===== src/sst_pkg.sv =====
`default_nettype none

package sst_pkg;

    ////////////////////////////////
    // Memory port sizes.
    ////////////////////////////////
    localparam int WORD_W    = 16;              // Data word.
    localparam int ADDR_W    = 24;              // Bank + row + column.
    localparam int BURST_LEN = 4;               // Words per burst.
    localparam int WIDX_W    = $clog2(BURST_LEN);
    localparam int FRAME_W   = 11;              // Start, 8 data, 2 stop.

    // Byte view of one word.
    typedef struct packed {
        logic [7:0] hi;
        logic [7:0] lo;
    } byte_pair_t;

    // One memory word, flat or split into bytes.
    typedef union packed {
        logic [WORD_W-1:0] word;
        byte_pair_t        bytes;
    } mem_word_u;

    typedef mem_word_u [BURST_LEN-1:0] burst_t;  // Word 0 at index 0.

    // Request towards the burst memory.
    typedef struct packed {
        logic              wr;    // Held until wr_done.
        logic              rd;    // Held until rd_done.
        logic [ADDR_W-1:0] addr;
        burst_t            data;
    } mem_req_t;

    // Answer from the burst memory.
    typedef struct packed {
        logic   wr_done;          // One cycle.
        logic   rd_done;          // One cycle, data valid.
        burst_t data;
    } mem_rsp_t;

    // Which byte of the read burst goes out next.
    typedef struct packed {
        logic [WIDX_W-1:0] word;
        logic              lo;    // 0 = high byte first.
    } byte_sel_t;

    typedef enum logic {
        TM_BIT,                   // One UART bit period.
        TM_PAUSE                  // Gap between passes.
    } timer_mode_e;

endpackage

`default_nettype wire


===== src/step_timer.sv =====
`default_nettype none

module step_timer import sst_pkg::*; #(
    parameter int BAUD_DIV     = 1157,
    parameter int PAUSE_CYCLES = 2222222
) (
    input  wire         clk_133MHz_210,
    input  wire         rst_n,
    input  wire         start,
    input  timer_mode_e mode,
    output logic        expired
);

    localparam int MAX_LOAD = (PAUSE_CYCLES > BAUD_DIV) ? PAUSE_CYCLES : BAUD_DIV;
    localparam int CNT_W    = $clog2(MAX_LOAD + 1);

    logic [CNT_W-1:0] cnt;      // Cycles left minus one.
    logic             busy;

    assign expired = busy && (cnt == '0);   // Last cycle of the period.

    always_ff @(posedge clk_133MHz_210 or negedge rst_n) begin
        if (!rst_n) begin
            cnt  <= '0;
            busy <= 1'b0;
        end else if (start) begin
            cnt  <= (mode == TM_PAUSE) ? CNT_W'(PAUSE_CYCLES - 1) : CNT_W'(BAUD_DIV - 1);
            busy <= 1'b1;
        end else if (busy) begin
            if (cnt == '0) busy <= 1'b0;    // Run out.
            else           cnt  <= cnt - 1'b1;
        end
    end

    // Restart only as the running period ends.
    a_no_overlap: assert property (@(posedge clk_133MHz_210) disable iff (!rst_n)
        start |-> (!busy || expired));

endmodule

`default_nettype wire


===== config.mk =====
export PLATFORM = sky130hd
export DESIGN_NAME = step_timer
export DESIGN_NICKNAME = d
export VERILOG_FILES = /design/src/sst_pkg.sv /design/src/step_timer.sv
export SDC_FILE = /design/constraint.sdc
export NUM_CORES = 1
export LEC_CHECK = 0
export BUFFER_PORTS_ARGS = -buffer_cell sky130_fd_sc_hd__buf_4
export CAP_MARGIN = 10
export CORE_MARGIN = 2
export CORE_UTILIZATION = 50
export DETAILED_ROUTE_END_ITERATION = 8
export PLACE_DENSITY = 0.8
export SYNTH_ARGS = -nofsm -noshare
export SYNTH_HDL_FRONTEND = slang
export SYNTH_SLANG_ARGS = --single-unit

===== constraint.sdc =====
create_clock -name clk_133MHz_210 -period 1.8 [get_ports clk_133MHz_210]
set_input_delay 0.36 -clock clk_133MHz_210 [delete_from_list [all_inputs] [get_ports clk_133MHz_210]]
set_output_delay 0.36 -clock clk_133MHz_210 [all_outputs]
set_load 0.1 [all_outputs]

# Yosys cells after proc, flatten, opt, wreduce, memory -nomap -nowiden
# Index checks and enable logic that the tools add are counted.
[totals]
regBits = 23
in_bits = 4
out_inout_bits = 1
[classes]
add_sub_neg = 1
eq_ne = 1
muxes = 7
reduce_logical = 4
[op_table]
columns = ["op", "count"]
rows = [
  ["22-bit 2-to-1 mux", 4],
  ["22-bit logical NOT", 1],
  ["22-bit by 1-bit subtractor with 22-bit output, second input constant", 1],
  ["1-bit 2-to-1 mux", 3],
  ["2-bit != test, second input constant", 1],
  ["2-bit AND reduction", 1],
  ["2-bit nonzero test", 1],
  ["1-bit logical AND", 1],
]

# Depth between registers and ports, before layout
# Gate-level depths: netlist of the first run.
[depth]
ltp_word = 4
mapped_depth = 7
mapped_depth_nobuf = 7

# Worst setup path before layout of the first run
# No wires, ideal clock.
[synth_path]
path_kind = "flip-flop to output port"
startpoint = "register cnt[10]"
endpoint = "output expired"
arrival_ns = 2.583
required_ns = 1.440
path_slack_ns = -1.143
path_stages_with_launch = 5
path_buffers = 0
cell_sequence = "dfrtp_1 or4_4 nor3_4 nand3_1 nor2_1"
[synth_between]
elab_chain_len = 2
[synth_lines]
columns = ["element", "line_no", "source"]
rows = [
  ["start, declared", "step_timer.sv:17", "logic [CNT_W-1:0] cnt;"],
  ["start signal, assigned", "step_timer.sv:27", "cnt <= (mode == TM_PAUSE) ? CNT_W'(PAUSE_CYCLES - 1) : CNT_W'(BAUD_DIV - 1);"],
  ["start signal, assigned", "step_timer.sv:31", "else cnt <= cnt - 1'b1;"],
  ["22-bit logical NOT", "step_timer.sv:20", "assign expired = busy && (cnt == '0);"],
  ["1-bit logical AND", "step_timer.sv:20", ""],
  ["end, declared", "step_timer.sv:11", "output logic expired"],
]
# Every way passes these cells.

# Final worst setup path of the first run
# Ends and elaborated chain as after synthesis.

==> metrics, run 1 <==
mux share of post-synthesis cell area=under 10%; Area growth, synth to finish=43.18%; Clock Tree Root=clkbuf_4; CP Depth=5; Async S/R FF share, synth=100.0%; RSZ-0062 raised after global routing=yes; fillers=between 150 and 200; ys flop type=dfrtp_1; Pwr Density=558.1 nW/µm²; Setup violations, final=22; number of synthesized flops with an enable pin=0; remaining antenna violation count=0; max-slew violation count=0; final period utilization=124.5%; area leader, netlist=dfrtp_1; die span in y=~56 µm; Slew headroom=between 60 and 70%; Crit-path slowest cell=or4_4; # clock sinks=23; Multi-input gate area=913.4 µm²; Synth Area in Compound Gates=12.35%; Placed Area=between 1500 and 2000 µm²; Lkg Pwr=between 0.7 and 0.8 nW; worst setup margin=-441.4 ps; final hold violation count=0; Yosys reg bits=23; Mapped Nets=roughly 140; R2R cell count=7; maxcap violations=0; Total GRT Usage=around a quarter; top cell type's share of synthesized area=a little over two fifths; global routing's busiest layer=met2; Reg area=approximately 580 µm²; M2 GR Usage=between 40% and 50%; CP Cell Sequence=or4_4 -> nor3_4 -> nand3_2 -> nor2_4 -> buf_12; synth unique cells=40; cts bufs inserted=3; critical path launch point type=register; adder-cell share of the synthesized area=less than 1%; main combinational cell family by area after synthesis=simple AND/OR/NAND/NOR gates; top post-synthesis cells by count=23 x dfrtp_1, 19 x nor2_1, 7 x o21a_1, 7 x xnor2_1; Worst setup EP type=primary output; Slew @ Worst Pin=roughly 590 ps; fmax=around 450 MHz; min Tclk post-route=2241 ps; Simple-Gate Fraction of Synth Area=between 30% and 40%; Sw Share=29.62%; Avg Inst Size Synth=approximately 10 µm²; Max H-tree Level=1; DR pass1 iterations=4; WL/cell=around 18 µm; Placeable Area=around 2500 µm²; Total Wirelength=around 3.8 mm; Worst-Skew Late Latency=about 320 ps; Reg power frac=between 50% and 60%; failing checks=setup timing; Cell Rows=18; post-DP HPWL=around 2.3 mm; max incr delay on CP=around 560 ps; most common cell in the netlist=dfrtp_1; # diodes=0; Layout Cell Area excl Fill=approximately 2000 µm²; die span in x=~56 µm; cell area after synthesis=between 1000 and 1500 µm²; met3 usage=6.221%; Synth Area in XOR/XNOR=under 10%; CP Max Fanout=2; Longest Clk Path Bufs=2; DRC=0; top cells by area, synth=dfrtp_1 42%, nor2_1 5.2%, xnor2_1 4.5%, o21a_1 3.8%, nor4b_4 3.5%; YS warnings=0; io pins=5; via count=roughly 1300; Combinational Power Share=approximately 25%; internal power=between 700 and 800 µW; routability cong.=0.8716; Setup Skew=roughly 18 ps; GR met1 Demand/Resource=between 30% and 40%; Critical Path RT=1440 ps; peak supply drop=0.6411 mV; total gr overflow=0; WS Path Type=register to primary output; Clock transition at path regs=approximately 130 ps; Seq/Total Area, Yosys=~42%; Worst Hold Depth=3; Crit path max-delay family=simple AND/OR/NAND/NOR gates; Sw Pwr=around 320 µW; vias in the first global route=approximately 1300; die area=3170 µm²; IO Port Bufs=4; starting density of the core=between 50% and 60%; Worst Path Buf+Inv=1; Clk pwr share=between 20 and 25%; cell count after synthesis=roughly 140; drt initial violations=between 50 and 60; outcome=complete, but fails checks; vias per inst=around 6; Hold Crit Class=input port to register; share of cells above drive strength 1=approximately 45%; # nets final=between 150 and 200; largest net degree at the start of global routing=29; Fin Hold WS=about 320 ps; CTS tree=done; CP Data Arrival Time=around 1900 ps; initial antenna violation count=0; Design Power=around 1.1 mW; first-pass GRT wire length=slightly above 6 mm
-- area by class of cell --
| cell class | count | area share [%] |
|---|---|---|
| Clock buffer | 4 | 1.342 |
| Timing Repair Buffer | 47 | 19.94 |
| Tap cell | 30 | 1.917 |
| Inverter | 4 | 0.7668 |
| Sequential cell | 23 | 29.39 |
| Multi-Input combinational cell | 106 | 46.65 |
-- power groups by stage --
stage	Combinational (mW)	Clock (mW)	Sequential (mW)
floorplan	0.115	0	0.593
global placement	0.217	0	0.583
detailed placement	0.227	0	0.586
CTS	0.250	0.247	0.577
global route	0.291	0.265	0.583
finish	0.271	0.242	0.579
-- cells in the final DEF, fill, tap and decap left out, drive strengths merged, types with 4 or more instances in the layout --
cell type | netlist | final
xnor2 | 7 | 7
o21a | 7 | 7
nand3 | 5 | 5
o21ai | 4 | 4
inv | 4 | 4
nor4 | 4 | 4
nand4 | 6 | 6
a21oi | 6 | 6
buf | 2 | 46
nand2 | 6 | 6
clkbuf | 2 | 4
xor2 | 5 | 5
dfrtp | 23 | 23
nor2 | 19 | 19
nor3 | 4 | 4
-- through the flow --
stage | setup TNS, ps | std cells | worst slack [ps] | utilization, %
global route | -5312 | 214 | -514.0 | 76.94
CTS | -3389 | 212 | -426.8 | 73.99
global placement | -1064 | 204 | -180.1 | 67.70
finish | -4114 | 214 | -441.4 | 76.94
floorplan | -1105 | 137 | -376.2 | -
detailed placement | -1786 | 204 | -219.6 | 67.70
-- what timing repair did --
item | 4_1_cts | 5_1_grt
pin swaps | 15 | 20
hold buffers | 1 | 0
setup endpoints to repair | 21 | 24
setup buffers | 3 | 5
gates resized for setup | 25 | 14
endpoints found under the hold margin | 23 | 0
-- logic make-up after synthesis --
logic type | after synthesis
buf+inv | 8
compound gates | 25
xor+xnor | 12
fa+ha+maj | 1
mux | 3
simple gates | 65
flops | 23
-- path summary, 6_finish.rpt --
check	endpoint	slack [ps]	startpoint
setup / recovery	expired	-440	cnt[10]
hold / removal	cnt[21]	320	mode
setup reg to reg	cnt[13]	-310	cnt[8]
hold reg to reg	cnt[8]	610	cnt[8]
max in group asynchronous	cnt[18]	1110	rst_n
min in group asynchronous	cnt[4]	440	rst_n
-- worst min-delay path, delay by kind of cell --
| family | cells | cell delay, ps |
|---|---|---|
| compound gates | 1 | 70 |
| buf+inv | 2 | 180 |
-- state kept, by name, summed over array words and instances (netlist names) --
| name | count |
|---|---|
| cnt | 22 |
| busy | 1 |
-- metal layers --
metal | vias to the layer above | routed length (µm)
li1 | 592 | -
met1 | 647 | 1564
met2 | 42 | 2050
met3 | 6 | 162
met4 | 0 | 36
met5 | - | 0
Note: power is estimated with default switching activity, not from simulation.
==> run 2, diff against run 1 <==
--- a/config.mk
+++ b/config.mk
@@ -5,6 +5,7 @@
 export SDC_FILE = /design/constraint.sdc
 export NUM_CORES = 1
 export LEC_CHECK = 0
+export ABC_AREA = 1
 export BUFFER_PORTS_ARGS = -buffer_cell sky130_fd_sc_hd__buf_4
 export CAP_MARGIN = 10
 export CORE_MARGIN = 2
==> constraint.sdc (replaced) <==
create_clock -name clk_133MHz_210 -period 1.9 [get_ports clk_133MHz_210]
set_input_delay 0.38 -clock clk_133MHz_210 [delete_from_list [all_inputs] [get_ports clk_133MHz_210]]
set_output_delay 0.38 -clock clk_133MHz_210 [all_outputs]
set_load 0.1 [all_outputs]
==> metrics, run 2 <==
Total GRT Usage=24.25% (-0.82 points); Critical Path RT=1520 ps (+80 ps); critical path launch point type=register; io pins=5 (unchanged); final hold violation count=0 (unchanged); worst reg2reg setup slack=140 ps (+450 ps); Setup violations, final=1 (-95%); die span in y=60.91 µm (+8.2%); Yosys reg bits=23 (unchanged); # nets final=284 (+49%); routability cong.=0.8512 (-2.3%); total gr overflow=0 (unchanged); Area growth, synth to finish=23.34%; Setup Skew=2.749 ps (-14.85 ps); CTS tree=done; Slew @ Worst Pin=372.9 ps (-213.4 ps); remaining antenna violation count=0 (unchanged); Cell Rows=20 (+2); CP Cell Sequence=inv_2 -> ha_4 -> nand2_4 -> inv_2 -> nand2_2 -> nor2_4 -> and3_4 -> buf_12; Biggest register=cnt; most numerous cell on the critical path=inv_2; Total Wirelength=4.096 mm (+7.4%); # clock sinks=23 (unchanged); Layout Cell Area excl Fill=1997 µm² (+2.0%); Placed Cells=305 (+50%); R2R cell count=11 (+4); max incr delay on CP=410 ps (-150 ps); Worst setup EP type=primary output; WS Path Type=register to primary output; ys flop type=dfrtp_1; cts bufs inserted=3 (unchanged); Hold EP=cnt[7]; initial antenna violation count=0 (unchanged); Max H-tree Level=1 (unchanged); CP Max Fanout=2 (unchanged); post-DP HPWL=2.882 mm (+25%); WL/cell=12.72 µm (-29%); DR pass1 iterations=4 (unchanged); largest net degree at the start of global routing=24 (-17%); final period utilization=104.9%; vias per inst=5.189 (-14%); Worst Hold Depth=3 (unchanged); failing checks=setup timing; Slew headroom=75.08% (+15 points); top cell type's share of synthesized area=35.55% (-6.5 points); most frequent cells in the layout=82 x nand2_1, 36 x nor2_1, 32 x buf_4; RR Endpoint=cnt[8]; Worst-Skew Late Latency=320 ps (about the same); top cells by area, synth=dfrtp_1 36%, nand2_1 19%, nor2_1 10%, nand3_1 7.4%, inv_1 5.3%; die span in x=60.91 µm (+8.2%); Clock transition at path regs=130 ps (about the same); max reg flops=22 (unchanged); leading cell type in the layout, fill and taps excluded=nand2_1; fmax=501.6 MHz; cell area after synthesis=1619 µm² (+18%); Longest Clk Path Bufs=2 (unchanged); DRC=0 (unchanged); vias in the first global route=1494 (+13%); maxcap violations=0 (unchanged); die area=3709 µm² (+17%); Hold Crit Class=input port to register; cell count after synthesis=244 (+78%); Crit-path slowest cell=dfrtp_1; worst setup margin=-93.61 ps (+347.8 ps); # diodes=0 (unchanged); biggest regs=cnt (22), busy (1); via count=1671 (+30%); Mapped Nets=249 (+75%); peak supply drop=0.2811 mV (-56%); Async S/R FF share, synth=100.0% (unchanged); Placed Area=1805 µm² (+4.8%); IO Port Bufs=4 (unchanged); first-pass GRT wire length=6.686 mm (+8.2%); area leader, netlist=dfrtp_1; final std cells w/o fill=322 (+50%); Hold Crit Start=start; number of synthesized flops with an enable pin=0 (unchanged); CP Data Arrival Time=1610 ps (-270 ps); starting density of the core=52.60% (-1.1 points); Seq/Total Area, Yosys=35.55% (-6.5 points); synth unique cells=28 (-30%); most common cell in the netlist=nand2_1; min Tclk post-route=1994 ps; Pwr Density=550.4 nW/µm² (-1.4%); Crit Reg-Reg Startpoint=cnt[1]; Avg Inst Size Synth=6.635 µm² (-34%); final core utilization=64.88% (-12 points); Lkg Pwr=1.079 nW (+36%); share of cells above drive strength 1=25.54% (-19 points); drt initial violations=85 (+57%); Placeable Area=3078 µm² (+21%); YS warnings=0 (unchanged); Setup WS pre-CTS=33.61 ps (+253.2 ps); RSZ-0062 raised after global routing=yes; max-slew violation count=0 (unchanged); outcome=complete, but fails checks; top post-synthesis cells by count=84 x nand2_1, 43 x nor2_1, 24 x nand3_1, 23 x dfrtp_1, 23 x inv_1; Clock Tree Root=clkbuf_4
## run 2: changes by cell type in the layout (fill, tap and decap cells not counted), moves of 4 or more
cell / before / now
buf_4: 39 / 32
inv_1: 3 / 20
buf_6: 6 / 0
o21a_1: 7 / 0
nor2_1: 15 / 36
nand3_1: 2 / 24
xor2_1: 5 / 1
xnor2_1: 7 / 1
nor2_2: 0 / 7
nand4_1: 5 / 13
o21ai_2: 1 / 5
nand2_1: 5 / 82
## run 2: critical path: cells and delay by family (launching register included)
| kind | cells | cell delay, ps |
|---|---|---|
| flip-flops | 1 | 410 |
| buffers and inverters | 3 | 330 |
| adder cells (fa/ha/maj) | 1 | 150 |
| AND/OR/NAND/NOR | 4 | 400 |
## run 2: worst max path at each step
stage	startpoint	endpoint	slack, ps
6_report	cnt[1]	expired	-90
5_1_grt	cnt[1]	expired	-170
3_5_place_dp	cnt[1]	expired	30
4_1_cts	cnt[1]	expired	-100
3_3_place_gp	cnt[1]	expired	70
2_1_floorplan	cnt[0]	expired	6
## run 2: final cells by class
class / count / area, µm²
well taps: 44 / 55.05
fillers: 289 / 1081
multi-input cells: 192 / 972.2
flip-flops and latches: 23 / 576.8
repair buffers: 34 / 270.3
inverters: 25 / 96.34
clock buffers: 4 / 26.28
## run 2: logic make-up (layout without fill, tap and decap cells)
logic type / count (synthesis) / in the layout / share of synthesized area [%]
AO/OA/AOI/OAI: 9 / 9 / 4.249
XOR/XNOR: 2 / 2 / 1.082
adder cells (fa/ha/maj): 1 / 1 / 0.7727
buffers and inverters: 29 / 63 / 7.804
flip-flops: 23 / 23 / 35.55
AND/OR/NAND/NOR: 180 / 180 / 50.54
## run 2: stage by stage
stage	hold WS [ps]	power [mW]	setup TNS, ps
2_1_floorplan	84.41	0.7242	0
3_3_place_gp	293.2	0.8077	0
3_5_place_dp	295.1	0.8151	0
4_1_cts	319.7	1.081	-96.55
5_1_grt	326.9	1.170	-174.6
6_report	326.6	1.099	-93.61
## run 2: layer usage
| layer | part of all wire, % | track usage, % | routed length (µm) |
|---|---|---|---|
| met2 | 49 | 39.63 | 1990 |
| met1 | 46 | 33.86 | 1889 |
| met4 | 1.4 | 7.453 | 59 |
| met5 | 0 | 0 | 0 |
| met3 | 3.8 | 2.559 | 156 |
## run 2: timing repair
action	in CTS	in global routing
endpoints found under the setup margin	1	8
hold buffers	1	0
pin swaps	5	2
setup buffers	7	5
endpoints found under the hold margin	23	0
gates resized for setup	12	9
## run 2: report_power, final
group	internal (mW)	switching, mW	leakage, nW
registers	0.520	0.0264	0.288
logic	0.131	0.183	0.775
clock network	0.0823	0.157	0.0150
total	0.733	0.366	1.08
